File: config.mk
export PLATFORM = sky130hd
export DESIGN_NAME = respResult
export DESIGN_NICKNAME = d
export VERILOG_FILES = /design/src/rtl/axiPkg.sv /design/src/rtl/respResult.sv
export SDC_FILE = /design/constraint.sdc
export NUM_CORES = 1
export LEC_CHECK = 0
export ABC_CLOCK_PERIOD_IN_PS = 2900
export BUFFER_PORTS_ARGS = -buffer_cell sky130_fd_sc_hd__buf_2
export CORE_ASPECT_RATIO = 1.5
export CORE_MARGIN = 10
export CORE_UTILIZATION = 44
export DETAILED_ROUTE_END_ITERATION = 10
export GPL_TIMING_DRIVEN = 0
export MAX_ROUTING_LAYER = met4
export PLACE_DENSITY = 0.79
export SKIP_CTS_REPAIR_TIMING = 1
export SYNTH_ARGS = -nofsm -noshare
export SYNTH_HDL_FRONTEND = slang
export SYNTH_SLANG_ARGS = --single-unit
export TNS_END_PERCENT = 20
File: constraint.sdc
create_clock -name clk -period 2.9 [get_ports clk]
set_input_delay 0.29 -clock clk [delete_from_list [all_inputs] [get_ports clk]]
set_output_delay 0.29 -clock clk [all_outputs]
set_load 0.02 [all_outputs]
File: src/rtl/axiPkg.sv
`default_nettype none

package axiPkg;

	// transaction ID width shared by both address channels
	localparam int unsigned IdBits = 4;

	// byte address width on the bus
	localparam int unsigned AddrBits = 32;

	// one data beat is one full word
	localparam int unsigned DataBits = 32;

	// one strobe per byte lane
	localparam int unsigned StrbBits = DataBits / 8;

	// burst length field, a value of n means n+1 beats
	localparam int unsigned LenBits = 4;

	// word address into the SRAM, taken from byte address bits 15 to 2
	localparam int unsigned WordAddrBits = 14;

	localparam int unsigned MemWords = 1 << WordAddrBits;

	// the only response this slave ever returns
	localparam logic [1:0] RespOkay = 2'b00;

	// controller states
	typedef enum logic [1:0] {
		idle      = 2'd0,
		readData  = 2'd1,
		writeData = 2'd2,
		writeResp = 2'd3
	} ctrlState;

endpackage

`default_nettype wire

File: src/rtl/respResult.sv
`timescale 1ns/1ps
`default_nettype none

module respResult (
	input  logic                            clk,
	input  logic                            rst,
	input  logic                            rValid,
	input  logic                            rFire,
	input  logic [axiPkg::DataBits-1:0]     rdWord,
	input  logic [axiPkg::IdBits-1:0]       rdId,
	input  logic [axiPkg::IdBits-1:0]       wrId,
	input  logic                            lastBeat,
	output logic [axiPkg::DataBits-1:0]     rData,
	output logic [axiPkg::IdBits-1:0]       rId,
	output logic [1:0]                      rResp,
	output logic                            rLast,
	output logic [axiPkg::IdBits-1:0]       bId,
	output logic [1:0]                      bResp
);

	logic stalled;
	logic [axiPkg::DataBits-1:0] heldWord;

	// set while the current beat has been shown for a cycle without being taken
	always_ff @(posedge clk or negedge rst) begin
		if (!rst) begin
			stalled <= 1'b0;
		end else begin
			stalled <= rValid && !rFire;
		end
	end

	always_ff @(posedge clk) begin
		if (rValid && !stalled) begin
			heldWord <= rdWord; // live word is copied on the first cycle of each beat
		end
	end

	assign rData = stalled ? heldWord : rdWord;
	assign rLast = rValid && lastBeat;
	assign rId   = rdId;
	assign rResp = axiPkg::RespOkay;

	assign bId   = wrId;
	assign bResp = axiPkg::RespOkay;

endmodule

`default_nettype wire

=== Word level (Yosys, flattened, before mapping) ===
Cells that the tools add are included.

* Output and inout bits: 45
* Logic and storage cells: 8
* Register bits: 33

* Muxes and demuxes: 1
* Reduce and logical (&&, ||, !) cells: 5

{| class="wikitable"
|+ Operators with widths
! kind !! number
|-
| $mux W32 || 1
|-
| $logic_and A1 B1 Y1 || 3
|-
| $logic_not A1 Y1 || 2
|}

=== Logic depth before layout (Yosys ltp) ===
* Depth after elaboration: 2
* Gate-level depth with buffers: 3
* Gate-level depth less buffers: 1

=== Worst setup path before layout ===
No wires, ideal clock.

* Path kind: register -> register
* Start point: register stalled
* End point: register heldWord[0] (netlist bit) (enable)
* Data arrival time: 2090 ps
* Stages on the path, launching flop included: 4
* Period minus slack after synthesis: 2515 ps
* Setup slack: 385 ps
* Buffers on the path: 2
* Path through: dfrtp_1 > buf_6 > buf_12 > nor2b_1

* Word-level cells in the longest chain between the ends: 2

{| class="wikitable"
|+ Ends and longest elaborated chain
! element !! line !! source
|-
| start, declared || respResult.sv:21 || <nowiki>logic stalled;</nowiki>
|-
| start signal, assigned || respResult.sv:29 || <nowiki>stalled <= rValid && !rFire;</nowiki>
|-
| $logic_not A1 Y1 || respResult.sv:34 || <nowiki>if (rValid && !stalled) begin</nowiki>
|-
| $logic_and A1 B1 Y1 || respResult.sv:34 ||
|-
| end signal, assigned || respResult.sv:35 || <nowiki>heldWord <= rdWord;</nowiki>
|-
| end, declared || respResult.sv:22 || <nowiki>logic [axiPkg::DataBits-1:0] heldWord;</nowiki>
|}

No other way between the ends.
A chain may end at the register's enable or synchronous reset.

=== Worst setup path in the final report ===
* Start point: register stalled
* End point: register heldWord[18] (netlist bit) (enable)

The elaborated chain is that of the path after synthesis.

==> metrics.yaml <==
run_status:
  status: "completed"
setup_path:
  arrival_ns: 1.85
  timing.rr.start: "stalled$_DFF_PN0_"
  reg2reg_to: "heldWord[18]$_DFFE_PP_"
  crit_chain: "buf_6 -> buf_12 -> nor2b_2 -> buf_16"
  cp-startpoint: "stalled$_DFF_PN0_"
  critPathSlowestCell: "nor2b_2"
  critPathCaptureType: "flip-flop"
  crit_path_max_fanout: 18
  reg2reg_depth: 4
  crit_type: "flip-flop to flip-flop"
  start_kind: "flip-flop"
  critPathCapture: "heldWord[18]$_DFFE_PP_"
  max_stage_delay_ns: 0.67
  required_ns: 2.88
  reg2reg_setup_slack_ns: 1.03
power:
  p_leak_nw: 1.02
  ir_worst_vdd_v: 0.000372
  p_total_mw: 1.12
  power.density_nw_per_um2: 506
grt:
  grt_first_pass_wirelength_um: 5800
  grt-busiest-layer: "met2"
  gr-total-overflow: 0
  met3_usage_pct: 4.30
  use_met2_pct: 19.7
  use_met1_pct: 10.8
  gr-usage-all-layers_pct: 11.1
  grt_pass1_vias: 1210
  grt_antenna_before_repair: 0
  grt_start_max_net_pins: 19
layout:
  final_nets: 219
  seqCellArea_um2: 986
  fill_cells: 299
  area_growth_pct: 34.8
  drive_gt1_share_pct: 75.4
  diodes: 0
  multi_input_area_um2: 505
  design_area_um2: 2210
floorplanning:
  core-area_um2: 3650
  fp-row-count: 27
  initial_utilization_pct: 44.9
  die_w_um: 69.8
  pin_count: 90
  die_h_um: 94.8
  die-area_um2: 6620
routing:
  first_pass_iters: 4
  drtIter0Drc: 17
  vias: 1009
  finalWirelength_um: 3730
  drc_errors: 0
  viasPerCell: 4.63
  detail_route.wl_per_cell_um: 17.1
  detail-route-antenna-nets: 0
placement:
  dpl_cell_area_um2: 2120
  place_congestion: 0.717
  hpwlAfterDp_um: 3190
  dpl_worst_slack_ns: 0.983
  io_buffers: 77
sta:
  period_share_pct: 64.5
  worst_slew_pin_slew_ns: 0.842
  setup_viol_count_final: 0
  finalCriticalPeriod_ns: 1.87
  report.final.slew_viol_count: 0
  hold_ws_ns: 0.163
  hold_viol: 0
  rsz0062_at_grt: "no"
  clock_skew_ns: 0.00277
  max-slew-margin-rel_pct: 43.6
  setup_ws_ns: 1.03
  max_freq_mhz: 534
logic_synthesis:
  syn_inst: 85
  synth_edf_count: 32
  yosysTopAreaCellShare_pct: 58.6
  synth_commonest_cells: "32 x edfxtp_1, 29 x mux2_4, 12 x buf_4"
  synth_area_leader_cell: "edfxtp_1"
  avgSynthCellArea_um2: 19.3
  syn_area_um2: 1640
  synth_flop_cell: "edfxtp_1"
  synth_most_common_cell: "edfxtp_1"
  synth-warning-count: 0
  ys_seq_area_share_pct: 60.2
  async_reset_ff_share_pct: 3.03
  ys_seq_elements: 33
  synth_area_leaders: "edfxtp_1 59%, mux2_4 27%, buf_4 5.5%"
  synth_cell_types: 10
cts:
  clk_transition_reported_paths_ns: 0.06
  clkSinkCount: 33
  clockBufferDepth: 2
  h-tree-depth: 2
  root_buffer: "clkbuf_8"
  tritoncts: "done"
  cts_made_buffers: 5
  insertion_delay_ns: 0.27
hold_path:
  hold_class: "input pin to flip-flop"
run:
  timing.max_cap.violations: 0
state kept, by name, summed over array words and instances (netlist names):
signal    cells
stalled       1
heldWord     32
worst max-delay path: cells and delay by family (launching register included):
family / cells / cell delay [ns]
simple gates: 1 / 0.67
buf+inv: 3 / 0.54
flops: 1 / 0.38
cells in the final DEF, fill, tap and decap left out:
cell type,n
buf_2,77
edfxtp_1,32
mux2_4,29
buf_4,12
clkbuf_8,5
conb_1,4
buf_12,3
mux2_2,3
clkbuf_1,3
buf_6,1
and2_1,1
nor2b_1,1
nor2b_2,1
dlygate4sd3_1,1
buf_16,1
dfrtp_1,1
how the worst min path moves through the flow:
stage,start,endpoint,depth (start not counted)
5_1_grt,rFire,stalled$_DFF_PN0_,2
6_report,rFire,stalled$_DFF_PN0_,2
4_1_cts,rst,stalled$_DFF_PN0_,1
3_5_place_dp,rst,stalled$_DFF_PN0_,1
3_3_place_gp,rst,stalled$_DFF_PN0_,1
2_1_floorplan,rst,stalled$_DFF_PN0_,0
area by class of cell:
| class | count | share of cell area [%] |
|---|---|---|
| buffer | 16 | 7.30 |
| clock buffer | 8 | 3.62 |
| multi-input combinational | 39 | 22.9 |
| sequential | 33 | 44.6 |
| tap | 43 | 2.43 |
| timing repair buffer | 79 | 19.1 |
kinds of logic (layout without fill, tap and decap cells):
group | count (synthesis) | after routing | synth area share [%]
DFF | 33 | 33 | 60.2
other | 1 | 4 | 0.229
buffers and inverters | 16 | 103 | 9.85
muxes | 32 | 32 | 28.6
and+or+nand+nor | 3 | 3 | 1.15
report_power, final:
part	leakage (nW)	internal (mW)	switching, mW
clock	0.0395	0.170	0.142
combinational	0.663	0.121	0.123
sequential	0.320	0.554	0.00765
per-stage QoR:
| stage | setup TNS, ns | util (%) | instances |
|---|---|---|---|
| floorplan | 0 | - | 88 |
| global placement | -2.98 | 57.3 | 208 |
| detailed placement | 0 | 58.1 | 209 |
| CTS | 0 | 60.3 | 217 |
| global route | 0 | 60.6 | 218 |
| finish | 0 | 60.6 | 218 |
per-layer routing:
metal	wire (um)	share of wire, %
met1	1380	37
met2	2050	55
met3	274	7.4
met4	28	0.75
met5	0	0
Power figures use the tool's default switching activity.
