$ cat config.mk
export PLATFORM = sky130hd
export DESIGN_NAME = channelExec
export DESIGN_NICKNAME = d
export VERILOG_FILES = /design/src/rtl/axiPkg.sv /design/src/rtl/channelExec.sv
export SDC_FILE = /design/constraint.sdc
export NUM_CORES = 1
export LEC_CHECK = 0
export BUFFER_PORTS_ARGS = -buffer_cell sky130_fd_sc_hd__buf_2
export CAP_MARGIN = 5
export CORE_AREA = 4 4 41 43
export DETAILED_ROUTE_END_ITERATION = 8
export DIE_AREA = 0 0 45 47
export PLACE_DENSITY = 0.52
export SYNTH_ARGS = -nofsm -noshare
export SYNTH_HDL_FRONTEND = slang
export SYNTH_SLANG_ARGS = --single-unit
export TNS_END_PERCENT = 30
$ cat constraint.sdc
create_clock -name clk -period 1.5 [get_ports clk]
set_clock_uncertainty 0.2 [all_clocks]
set_input_delay 0.3 -clock clk [delete_from_list [all_inputs] [get_ports clk]]
set_output_delay 0.3 -clock clk [all_outputs]
set_load 0.05 [all_outputs]
$ cat src/rtl/axiPkg.sv
`default_nettype none

package axiPkg;

	// transaction ID width shared by both address channels
	localparam int unsigned IdBits = 4;

	// byte address width on the bus
	localparam int unsigned AddrBits = 32;

	// one data beat is one full word
	localparam int unsigned DataBits = 32;

	// one strobe per byte lane
	localparam int unsigned StrbBits = DataBits / 8;

	// burst length field, a value of n means n+1 beats
	localparam int unsigned LenBits = 4;

	// word address into the SRAM, taken from byte address bits 15 to 2
	localparam int unsigned WordAddrBits = 14;

	localparam int unsigned MemWords = 1 << WordAddrBits;

	// the only response this slave ever returns
	localparam logic [1:0] RespOkay = 2'b00;

	// controller states
	typedef enum logic [1:0] {
		idle      = 2'd0,
		readData  = 2'd1,
		writeData = 2'd2,
		writeResp = 2'd3
	} ctrlState;

endpackage

`default_nettype wire

$ cat src/rtl/channelExec.sv
`timescale 1ns/1ps
`default_nettype none

module channelExec (
	input  logic                            clk,
	input  logic                            rst,
	input  logic                            arValid,
	input  logic                            awValid,
	input  logic                            rReady,
	input  logic                            wValid,
	input  logic                            wLast,
	input  logic [axiPkg::StrbBits-1:0]     wStrb,
	input  logic                            bReady,
	input  logic                            lastBeat,
	output axiPkg::ctrlState                state,
	output logic                            arReady,
	output logic                            awReady,
	output logic                            rValid,
	output logic                            wReady,
	output logic                            bValid,
	output logic                            arFire,
	output logic                            awFire,
	output logic                            rFire,
	output logic                            wFire,
	output logic                            memCs,
	output logic                            memOe,
	output logic [axiPkg::StrbBits-1:0]     memWe
);

	axiPkg::ctrlState nextState;
	logic bFire;

	// a pending write address blocks the read address in the same cycle
	assign arReady = (state == axiPkg::idle) && !awValid;
	assign awReady = (state == axiPkg::idle);
	assign rValid  = (state == axiPkg::readData);
	assign wReady  = (state == axiPkg::writeData);
	assign bValid  = (state == axiPkg::writeResp);

	assign arFire = arValid && arReady;
	assign awFire = awValid && awReady;
	assign rFire  = rValid && rReady;
	assign wFire  = wValid && wReady;
	assign bFire  = bValid && bReady;

	always_ff @(posedge clk or negedge rst) begin
		if (!rst) begin
			state <= axiPkg::idle;
		end else begin
			state <= nextState;
		end
	end

	always_comb begin
		nextState = state;
		case (state)
			axiPkg::idle: begin
				if (awFire) begin
					nextState = axiPkg::writeData;
				end else if (arFire) begin
					nextState = axiPkg::readData;
				end
			end
			axiPkg::readData: begin
				if (rFire && lastBeat) begin
					nextState = axiPkg::idle;
				end
			end
			axiPkg::writeData: begin
				if (wFire && wLast) begin
					nextState = axiPkg::writeResp;
				end
			end
			default: begin
				if (bFire) begin
					nextState = axiPkg::idle;
				end
			end
		endcase
	end

	always_comb begin
		memCs = 1'b0;
		memOe = 1'b0;
		memWe = '0;
		case (state)
			axiPkg::idle: begin
				memCs = arValid || awValid;
				memOe = arFire; // first read word is fetched on the address edge
			end
			axiPkg::readData: begin
				memCs = rFire;
				memOe = rFire && !lastBeat; // nothing left to fetch after the last beat
			end
			axiPkg::writeData: begin
				memCs = wFire;
				memWe = wFire ? wStrb : '0;
			end
			default: begin
				memCs = 1'b0;
			end
		endcase
	end

endmodule

`default_nettype wire

* After elaboration in Yosys (flattened, before gate mapping) *
Index checks and enable logic that the tools add are counted.

storage, ports and cells
  bits in registers = 2
  bits of input ports = 13
  output and inout bits = 17
  word-level logic and storage cells = 32

cells by class
  multiplexer cells = 10
  eq/ne operators = 6
  reductions and logical operators = 15

operators with widths
  operator                                                         count
  2-bit 2-to-1 mux                                                 5
  1-bit logical AND                                                9
  4-bit 2-to-1 mux                                                 2
  2-bit case mux with 3 select lines                               1
  2-bit == test, second input constant                             2
  2-bit by 1-bit != test with 1-bit output, second input constant  2
  4-bit AND reduction                                              1
  4-bit nonzero test                                               1
  3-bit by 1-bit != test with 1-bit output, second input constant  1
  1-bit case mux with 3 select lines                               1
  2-bit by 1-bit == test with 1-bit output, second input constant  1
  1-bit zero test                                                  2
  2-bit zero test                                                  1
  1-bit case mux with 2 select lines                               1
  1-bit logical OR                                                 1

* Longest topological paths before layout *
  depth in word-level cells = 6
  gate-level depth with buffers = 4
  gate-level depth less buffers = 2

* Worst setup path before layout *
OpenSTA, ideal clock, no wires.

  path kind = flip-flop to output port
  from = reg state[0]
  to = out awFire
  buffers on the path = 1
  cell stages (with the launch flop) = 4
  path slack = -1.040 ns
  arrival time = 2.040 ns
  required time = 1.000 ns
  path through = dfrtp_1 -> buf_2 -> nor2_1 -> and2_1

on the way
  cells in the longest elaborated chain, start to end = 2

ends and longest elaborated chain
  item                    line               source
  start, declared         channelExec.sv:15  output axiPkg::ctrlState state,
  start signal, assigned  channelExec.sv:48  state <= axiPkg::idle;
  start signal, assigned  channelExec.sv:50  state <= nextState;
  2-bit zero test         channelExec.sv:35  assign awReady = (state == axiPkg::idle);
  via awReady             channelExec.sv:17  output logic awReady,
  1-bit logical AND       channelExec.sv:41  assign awFire = awValid && awReady;
  end, declared           channelExec.sv:22  output logic awFire,

The timed path passes the listed nets, and every way through them passes these cells.

* Final worst setup path *
  from = reg state[0]
  to = out memOe

on the way
  cells in the longest elaborated chain, start to end = 4
  elaborated cells between the ends (all ways) = 7
  classes of those cells = 1 x eq/ne; 1 x mux; 5 x reduce/logical

ends and longest elaborated chain
  item                                                                         line                                                     source
  2-bit by 1-bit == test with 1-bit output or 2-bit zero test (tied branches)  channelExec.sv:36, channelExec.sv:86, channelExec.sv:34
  1-bit logical AND, on equally long branches                                  channelExec.sv:42, channelExec.sv:34
  1-bit logical AND, on equally long branches                                  channelExec.sv:93, channelExec.sv:40
  1-bit case mux with 2 select lines *                                         channelExec.sv:86                                        case (state)
  end, declared                                                                channelExec.sv:26                                        output logic memOe,

Mark *: on every way between the ends. The rest lies on a longest branch, timed or not.

==> impl_metrics.tcl <==
set metrics [dict create \
    synthCells 31 \
    yosysSeqAreaShare 0.191 \
    setup_viol_count_final 16 \
    power.leakage_uw 0.000332 \
    maxCapViolCount 0 \
    grt_pass1_vias 394 \
    grt-ovfl-total 0 \
    core_area_um2 1300 \
    yosys.area.top_type "dfrtp_1" \
    hold_depth 2 \
    fin_area_um2 681 \
    avgViaCountPerCell 4.34 \
    met1_length_um 375 \
    routedWlPerCell_um 11.9 \
    synth-seq-cells 2 \
    num_rows 13 \
    finalHoldViolCount 0 \
    p_sw_frac 0.540 \
    clockPowerShare 0.072 \
    cp_cell_sequence "or3b_4 -> a21oi_4 -> buf_6" \
    syn_avg_cell_area_um2 8.44 \
    switching_power_uw 893 \
    end_kind "primary output" \
    final.setup.worst_slack_ns -0.369 \
    syn_to_final_growth_pct 160 \
    die_h_um 47 \
    h-tree-depth 1 \
    route.detailed.drc 0 \
    syn_nets 44 \
    slowest_stage "dfrtp_2" \
    top_regs "state: 2 flops" \
    crit_path_start_kind "flip-flop" \
    rrSetupSlack_ns 0.11 \
    die_area_um2 2120 \
    ys_async_sr_fraction 1.00 \
    hpwl_um 721 \
    num_vias 369 \
    fin_hold_ws_ns 0.118 \
    arrival_ns 1.37 \
    cp_max_fo 7 \
    layout.nets 85 \
    power_frac_seq 0.088 \
    io_buffers 29 \
    fin_crit_sh 1.25 \
    worstMarginPinSlew_ns 0.260 \
    grt_max_degree 10 \
    drt-pass1-iter-count 4 \
    synth_top_family_by_area "simple AND/OR/NAND/NOR gates" \
    worstSetupPathDepth 3 \
    ys.flop_type "dfrtp_1" \
    synth_top_area_frac 0.191 \
    powerDensity_nw_per_um2 2430 \
    drt-total-wl_um 1010 \
    r2r_start "state[1]" \
    seqCellArea_um2 52.6 \
    synth-compound-area-share 0.158 \
    hold_path_startpoint "wLast" \
    synth_edf_count 0 \
    clk_pin_slew_worst_paths_ns 0.03 \
    reg2regPathDepth 3 \
    maxUsedRoutingLayer "met3" \
    start_util 0.201 \
    grt_usage 0.106 \
    yosys_warnings 0 \
    io_pins 30 \
    grt_pass1_wl_um 1570 \
    antenna_found_initial 0 \
    synthXorXnorAreaFrac 0 \
    largest-register "state" \
    required_ns 1.00 \
    peakVddDrop_mv 0.817 \
    synth-simple-area-share 0.517 \
    nFillCells 137 \
    slowest_delay_ns 0.43 \
    largest_reg_flops 2 \
    muxShareOfSynthArea 0 \
    max_freq_mhz 535 \
    rsz0062_at_grt "true" \
    violations "negative setup slack" \
    dieWidth_um 45 \
    clkSinkCount 2 \
    max-clock-path-buffers 2 \
    synth_area_um2 262 \
    hp-class "input port to flip-flop" \
    clkLatencyLatePin_ns 0.22 \
    comb_power_share 0.839 \
    ys_top_cells_by_area "dfrtp_1 (19%), and2_2 (11%), buf_6 (8.6%)" \
    place_area_um2 480 \
    yosys.area_share.adder 0 \
    cp_top_family "flip-flops" \
    wl_met2_um 540 \
    drive_above_1_share 0.857 \
    gp_congestion 0.645 \
    synth_common_cells "and2_2 (4), nor2_1 (3)" \
    max-slew-margin-rel 0.826 \
    critPathKind "flip-flop to primary output" \
    synth_most_common_cell "and2_2" \
    intPower_uw 759 \
    synth_cell_type_count 21 \
    multi_input_area_um2 224 \
    r2r-end "state[0]" \
    drv_slew 0 \
    outcome "complete, but fails checks" \
    min_period_ns 1.87 \
    cts_tree "yes" \
    drt_iter0_markers 3 \
    path_buf_inv 1 \
    cts_buffers 3 \
    dr_wl_met3_um 95 \
    clock-root-buffer "clkbuf_4" \
    num_antenna_cells 0 \
    whs_endpoint "state[0]" \
    ant_nets 0 \
]
## routing by layer
| metal | vias to the layer above | track usage |
|---|---|---|
| li1 | 184 | - |
| met4 | 0 | 0.0702 |
| met1 | 168 | 0.109 |
| met3 | 0 | 0.0421 |
| met5 | - | 0 |
| met2 | 17 | 0.178 |
## cells by family after synthesis
family | after synthesis
flip-flops | 2
AND/OR/NAND/NOR | 19
AO/OA/AOI/OAI | 5
buffers and inverters | 5
## layout make-up
class / count / share of cell area
Clock buffer: 3 / 0.0331
Inverter: 2 / 0.0110
Multi-Input combinational cell: 24 / 0.329
Sequential cell: 2 / 0.0772
Tap cell: 15 / 0.0276
Timing Repair Buffer: 39 / 0.522
## worst max-delay path by stage
stage | startpoint | to | slack, ns
finish | state[0] | memOe | -0.37
global route | state[0] | memCs | -0.41
CTS | state[0] | memCs | -0.39
detailed placement | state[0] | memCs | -0.31
global placement | state[0] | memCs | -0.31
floorplan | state[0] | memOe | -0.44
## cells in the final DEF, fill, tap and decap left out, types with 2 or more instances in the layout
cell and n:
buf_2 12, buf_6 12, buf_4 8, buf_8 6, and2_4 4, clkbuf_4 3
inv_1 2, nor2_2 2, and2_2 2, nand3b_1 2, dfrtp_2 2
## what timing repair did
action                                  4_1_cts  5_1_grt
setup buffers                                 3        1
resized for setup                            39        7
hold buffers                                  1        0
endpoints found under the hold margin         2        0
gates cloned                                  0        0
endpoints found under the setup margin       16       17
pin swaps                                     5        3
## per-stage QoR
stage | setup TNS (ns) | setup WS [ns] | cells | util | power, µW
6_report | -4.02 | -0.369 | 85 | 0.523 | 1650
5_1_grt | -4.83 | -0.415 | 85 | 0.523 | 1740
4_1_cts | -4.27 | -0.389 | 84 | 0.505 | 1610
3_5_place_dp | -2.14 | -0.307 | 77 | 0.369 | 1180
3_3_place_gp | -2.17 | -0.306 | 77 | 0.369 | 1180
2_1_floorplan | -4.63 | -0.439 | 31 | - | 1010
## power by group through the flow
stage	clock [µW]	sequential, µW	combinational (µW)
global route	134	155	1450
global placement	0	173	1010
detailed placement	0	172	1010
CTS	130	146	1340
finish	120	146	1390
floorplan	0	202	805
(Power assumes the default switching activity.)
