<file path="src/rtl/axiPkg.sv">
`default_nettype none

package axiPkg;

	// transaction ID width shared by both address channels
	localparam int unsigned IdBits = 4;

	// byte address width on the bus
	localparam int unsigned AddrBits = 32;

	// one data beat is one full word
	localparam int unsigned DataBits = 32;

	// one strobe per byte lane
	localparam int unsigned StrbBits = DataBits / 8;

	// burst length field, a value of n means n+1 beats
	localparam int unsigned LenBits = 4;

	// word address into the SRAM, taken from byte address bits 15 to 2
	localparam int unsigned WordAddrBits = 14;

	localparam int unsigned MemWords = 1 << WordAddrBits;

	// the only response this slave ever returns
	localparam logic [1:0] RespOkay = 2'b00;

	// controller states
	typedef enum logic [1:0] {
		idle      = 2'd0,
		readData  = 2'd1,
		writeData = 2'd2,
		writeResp = 2'd3
	} ctrlState;

endpackage

`default_nettype wire

</file>
<file path="src/rtl/burstDecode.sv">
`timescale 1ns/1ps
`default_nettype none

module burstDecode (
	input  logic                                clk,
	input  logic                                rst,
	input  axiPkg::ctrlState                    state,
	input  logic                                arFire,
	input  logic                                awFire,
	input  logic                                rFire,
	input  logic                                wFire,
	input  logic [axiPkg::IdBits-1:0]           arId,
	input  logic [axiPkg::AddrBits-1:0]         arAddr,
	input  logic [axiPkg::LenBits-1:0]          arLen,
	input  logic [axiPkg::IdBits-1:0]           awId,
	input  logic [axiPkg::AddrBits-1:0]         awAddr,
	input  logic [axiPkg::LenBits-1:0]          awLen,
	output logic [axiPkg::WordAddrBits-1:0]     wordAddr,
	output logic                                lastBeat,
	output logic [axiPkg::IdBits-1:0]           rdId,
	output logic [axiPkg::IdBits-1:0]           wrId
);

	logic [axiPkg::WordAddrBits-1:0] curAddr;
	logic [axiPkg::WordAddrBits-1:0] nextAddr;
	logic [axiPkg::WordAddrBits-1:0] arWord;
	logic [axiPkg::WordAddrBits-1:0] awWord;
	logic [axiPkg::LenBits-1:0]      beatCnt;
	logic [axiPkg::LenBits-1:0]      burstLen;

	assign arWord = arAddr[axiPkg::WordAddrBits+1:2]; // byte offset bits are dropped
	assign awWord = awAddr[axiPkg::WordAddrBits+1:2];
	assign nextAddr = curAddr + 1'b1; // wraps at the top of the memory

	assign lastBeat = (beatCnt == burstLen);

	always_ff @(posedge clk or negedge rst) begin
		if (!rst) begin
			curAddr  <= '0;
			beatCnt  <= '0;
			burstLen <= '0;
		end else if (arFire) begin
			curAddr  <= arWord;
			beatCnt  <= '0;
			burstLen <= arLen;
		end else if (awFire) begin
			curAddr  <= awWord;
			beatCnt  <= '0;
			burstLen <= awLen;
		end else if (rFire || wFire) begin
			curAddr <= nextAddr;
			beatCnt <= beatCnt + 1'b1;
		end
	end

	always_ff @(posedge clk) begin
		if (arFire) begin
			rdId <= arId;
		end
		if (awFire) begin
			wrId <= awId;
		end
	end

	// on a read beat the next word is already fetched so beats can go back to back
	always_comb begin
		case (state)
			axiPkg::idle: begin
				wordAddr = arFire ? arWord : awWord;
			end
			axiPkg::readData: begin
				wordAddr = (rFire && !lastBeat) ? nextAddr : curAddr;
			end
			default: begin
				wordAddr = curAddr;
			end
		endcase
	end

endmodule

`default_nettype wire

</file>
<file path="config.mk">
export PLATFORM = sky130hd
export DESIGN_NAME = burstDecode
export DESIGN_NICKNAME = d
export VERILOG_FILES = /design/src/rtl/axiPkg.sv /design/src/rtl/burstDecode.sv
export SDC_FILE = /design/constraint.sdc
export NUM_CORES = 1
export LEC_CHECK = 0
export BUFFER_PORTS_ARGS = -buffer_cell sky130_fd_sc_hd__buf_4
export CAP_MARGIN = 15
export CELL_PAD_IN_SITES_DETAIL_PLACEMENT = 2
export CELL_PAD_IN_SITES_GLOBAL_PLACEMENT = 2
export CORE_ASPECT_RATIO = 0.5
export CORE_MARGIN = 3
export CORE_UTILIZATION = 26
export DETAILED_ROUTE_END_ITERATION = 8
export PLACE_DENSITY = 0.77
export SLEW_MARGIN = 20
export SYNTH_ARGS = -nofsm -noshare
export SYNTH_HDL_FRONTEND = slang
export SYNTH_SLANG_ARGS = --single-unit
export TNS_END_PERCENT = 1
</file>
<file path="constraint.sdc">
create_clock -name clk -period 1.8 [get_ports clk]
set_input_delay 0.09 -clock clk [delete_from_list [all_inputs] [get_ports clk]]
set_output_delay 0.09 -clock clk [all_outputs]
set_load 0.03 [all_outputs]
</file>
# Word-level counts from Yosys, hierarchy flattened

Cells that the tools add are included.

Add/sub/neg operators: 2
Eq/ne operators: 2
Muxes and demuxes: 11
Reductions and logical operators: 6

Operator list:

| cell                                                | count |
|---|---|
| two-way mux 14 bit                                  | 5 |
| one-hot mux 14 bit (2 select lines)                 | 1 |
| two-way mux 4 bit                                   | 5 |
| adder 14 x 1 -> 14 bit, second input constant       | 1 |
| adder 4 x 1 -> 4 bit, second input constant         | 1 |
| equality test 4 bit                                 | 1 |
| nonzero test 3 bit                                  | 1 |
| equality test 2 x 1 -> 1 bit, second input constant | 1 |
| zero test 2 bit                                     | 1 |
| nonzero test 2 bit                                  | 1 |
| logical AND 1 bit                                   | 1 |
| zero test 1 bit                                     | 1 |
| logical OR 1 bit                                    | 1 |

Register bits: 30
Output and inout bits: 23
Logic and storage cells: 26

# Depth between registers and ports, before layout

Depth in word-level cells: 5
Gate-level depth with buffers: 7

# Worst setup path after synthesis

No wires, ideal clock.

Path type: register to output
Start: register curAddr[0] (netlist name)
End: output port wordAddr[12] (netlist name)
Arrival time: 2050 ps
Data required time: 1710 ps
Setup slack: -340 ps
Stages on the path, launching flop included: 6
Path buffers: 0
Path through: dfrtp_1 > ha_1 > nand3_1 > nor3_1 > a211oi_1 > a311oi_1

Word-level cells in the longest chain between the ends: 3

RTL lines:

| element                             | RTL line          | source |
|---|---|---|
| from (decl)                         | burstDecode.sv:24 | `logic [axiPkg::WordAddrBits-1:0] curAddr;` |
| from (signal assigned)              | burstDecode.sv:43 | `curAddr <= arWord;` |
| from (signal assigned)              | burstDecode.sv:47 | `curAddr <= awWord;` |
| from (signal assigned)              | burstDecode.sv:51 | `curAddr <= nextAddr;` |
| adder 14 x 1 -> 14 bit              | burstDecode.sv:33 | `assign nextAddr = curAddr + 1'b1;` |
| two-way mux 14 bit                  | burstDecode.sv:72 | `wordAddr = (rFire && !lastBeat) ? nextAddr : curAddr;` |
| one-hot mux 14 bit (2 select lines) | burstDecode.sv:67 | `case (state)` |
| to (decl)                           | burstDecode.sv:18 | `output logic [axiPkg::WordAddrBits-1:0] wordAddr,` |

No other way between the ends.

# Worst setup path after layout

Start: register burstLen[1] (netlist name)
End: output port wordAddr[11] (netlist name)

Word-level cells in the longest chain between the ends: 5

RTL lines:

| element                             | RTL line          | source |
|---|---|---|
| from (decl)                         | burstDecode.sv:29 | `logic [axiPkg::LenBits-1:0] burstLen;` |
| from (signal assigned)              | burstDecode.sv:45 | `burstLen <= arLen;` |
| from (signal assigned)              | burstDecode.sv:49 | `burstLen <= awLen;` |
| equality test 4 bit                 | burstDecode.sv:35 | `assign lastBeat = (beatCnt == burstLen);` |
| zero test 1 bit                     | burstDecode.sv:72 |  |
| logical AND 1 bit                   | burstDecode.sv:72 |  |
| two-way mux 14 bit                  | burstDecode.sv:72 |  |
| one-hot mux 14 bit (2 select lines) | burstDecode.sv:67 |  |

No other way between the ends.

==> impl_metrics.json <==
{
  "gp_routability_congestion": 0.802,
  "dieHeight_um": 72.6,
  "ys_ff_latch": 30,
  "synthToLayoutAreaGrowth_pct": 56.5,
  "r2r-start": "curAddr[0]",
  "placed_cell_area_sq_um": 3170,
  "status": "complete, but fails checks",
  "worstSetupPathType": "reg -> out",
  "rr_worst_depth": 6,
  "cap_violations": 0,
  "hold_violations": 0,
  "synth.distinct_cells": 58,
  "synth-edff-count": 8,
  "routed-via-count": 2604,
  "drt_iter0_markers": 137,
  "crit_path_start_kind": "flop",
  "ff2ff_setup_slack_ns": 0.07,
  "yosysMostFrequentCell": "nand2_1",
  "n_antenna_cell": 0,
  "reg2reg_to": "curAddr[12]",
  "setup_violations": 14,
  "core_sq_um": 8320,
  "grt_max_degree": 33,
  "io_pins": 111,
  "finClkSkew_ns": 0.00324,
  "remaining_drc_errors": 0,
  "first_pass_iters": 4,
  "cts-htree-levels": 2,
  "grt_pass1_vias": 2993,
  "rsz0062_at_grt": "yes",
  "wl_per_cell_um": 22.4,
  "post-route-period-util_pct": 123,
  "crit_path_end": "wordAddr[11]",
  "highest_layer": "met4",
  "fillerInstances": 881,
  "netlist_instances": 257,
  "crit_path_max_fanout": 5,
  "violations": "setup timing",
  "clockBufferDepth": 2,
  "rows": 23,
  "ys_top_cells_by_area": "dfrtp_1, edfxtp_1, xnor2_1",
  "yosysSeqAreaShare_pct": 34.3,
  "synth_area_leader_cell": "dfrtp_1",
  "start_util_pct": 27.8,
  "grt_pass1_wl_um": 16400,
  "ant_nets": 0,
  "tightest_slew_ns": 0.529,
  "antenna_found_initial": 0,
  "cts-root-buf": "clkbuf_16",
  "route.met3.wl_um": 459,
  "hold_class": "in -> reg",
  "nets": 453,
  "port_buffers": 74,
  "grt_use_total_pct": 21.0,
  "fin_setup_tns_ns": -4.58,
  "end_kind": "primary output",
  "cts_tree": "built",
  "setup.worst_path.start": "burstLen[1]",
  "dp_hpwl_um": 7330,
  "syn_area_per_cell_sq_um": 8.98,
  "setup_ws_ns": -0.416,
  "cts_sinks": 30,
  "final_cells": 476,
  "stdcell_area_sq_um": 3610,
  "synth_top_flop_cell": "dfrtp_1",
  "vias_per_cell": 5.47,
  "synthTopCellsByCount": "nand2_1, dfrtp_1, nor2_1, a211oi_1, o21ai_0",
  "synth_area_sq_um": 2310,
  "grt_overflow": 0,
  "post-place-cells": 458,
  "max_freq_ghz": 0.451,
  "clk_latency_ns": 0.29,
  "die_x_um": 139,
  "maxSlewViolCount": 0,
  "dieArea_sq_um": 10100,
  "numCtsBuffers": 5,
  "leakage_nw": 1.52,
  "syn-num-nets": 347,
  "max_slew_margin_pct": 64.6,
  "ir_drop_mv": 0.340,
  "fin_crit_ns": 2.22,
  "async_flop_share_pct": 73.3,
  "power.density_nw_per_um2": 730,
  "drive_gt1_share_pct": 42.9,
  "wl_met1_um": 4440,
  "arrival_ns": 2.13,
  "dr_wl_met2_um": 5500,
  "ys_warn_count": 0,
  "crit_required_ns": 1.71,
  "path_clk_slew_ns": 0.06,
  "wl_um": 10700,
  "synth_top_area_share_pct": 23.8,
  "postLayoutCoreUtil_pct": 43.4,
  "power_mw": 2.64
}
[how the worst min path moves through the flow]
stage / startpoint / end / depth (start not counted) / slack [ns]
2_1_floorplan: rst / beatCnt[0] / 0 / -0.21
3_3_place_gp: rst / beatCnt[2] / 1 / 0.02
3_5_place_dp: rst / beatCnt[2] / 1 / 0.02
4_1_cts: arLen[3] / burstLen[3] / 3 / 0.02
5_1_grt: arLen[2] / burstLen[2] / 3 / 0.03
6_report: arLen[3] / burstLen[3] / 3 / 0.009
[power by group]
part / internal, mW / switching [mW]
clock network: 0.505 / 0.357
logic: 0.418 / 0.504
registers: 0.765 / 0.0883
[repair_timing]
action,CTS,global route
setup buffers,0,2
hold buffers,9,0
pin swaps,6,4
gates resized for setup,23,7
hold endpoints to repair,30,0
setup endpoints to repair,15,17
[cell usage in the layout (no fill, tap or decap), types with 3 or more instances in the layout]
cell type / synthesis / final
a21oi_1: 10 / 10
mux2_2: 5 / 5
a211oi_1: 12 / 12
a2bb2oi_1: 4 / 4
nand3_1: 4 / 4
nor2_1: 16 / 16
or2_2: 3 / 3
a311oi_2: 0 / 4
a22o_1: 6 / 6
nand4_1: 8 / 8
nand2b_1: 5 / 5
o21ai_0: 12 / 12
buf_4: 0 / 105
mux2i_1: 9 / 9
xnor2_4: 0 / 3
edfxtp_1: 8 / 8
a31oi_1: 5 / 5
nand2_1: 25 / 25
nor3_1: 6 / 5
xnor2_1: 11 / 7
xor2_2: 0 / 3
inv_1: 11 / 11
dfrtp_1: 22 / 14
clkbuf_16: 0 / 5
dfrtp_2: 0 / 8
nor2b_1: 6 / 6
dlygate4sd3_1: 0 / 9
[metrics by stage]
step | setup WS [ns] | hold slack [ns]
after floorplan | -0.302 | -0.206
after global placement | -0.120 | 0.0169
after detailed placement | -0.197 | 0.0235
after CTS | -0.405 | 0.0234
after global routing | -0.465 | 0.0275
final | -0.416 | 0.00859
[sequential cells by signal, indices dropped and copies added, names as in the netlist]
| signal | count |
|---|---|
| curAddr | 14 |
| rdId | 4 |
| beatCnt | 4 |
| burstLen | 4 |
| wrId | 4 |
[critical path, cell delays in order, from the launching register on]
cell and delay (ns):
dfrtp_2 0.46, xnor2_2 0.27, a41oi_4 0.24, buf_4 0.23
a41o_1 0.22, a31oi_1 0.20, buf_4 0.21
[cell families (layout without fill, tap and decap cells)]
| group | after synthesis | after routing | synth area share [%] |
|---|---|---|---|
| simple gates | 89 | 89 | 21.5 |
| mux | 14 | 14 | 6.34 |
| buf+inv | 29 | 136 | 5.53 |
| xor+xnor | 17 | 17 | 6.45 |
| fa+ha+maj | 2 | 2 | 1.08 |
| compound gates | 76 | 76 | 24.8 |
| flops | 30 | 30 | 34.3 |
[final cells by class]
| type | count | area (sq um) | share of cell area [%] |
|---|---|---|---|
| clock buffers | 5 | 125 | 3.46 |
| clock inverters | 3 | 16.3 | 0.450 |
| inverters | 11 | 41.3 | 1.14 |
| multi-input cells | 198 | 1560 | 43.2 |
| flip-flops and latches | 30 | 801 | 22.2 |
| well taps | 112 | 140 | 3.88 |
| repair buffers | 117 | 930 | 25.7 |
[routing by layer]
layer,up-vias,track usage (%)
li1,1177,-
met1,1340,24.3
met2,63,38.7
met3,24,4.45
met4,0,8.68
met5,-,0
Note: power is estimated with default switching activity, not from simulation.
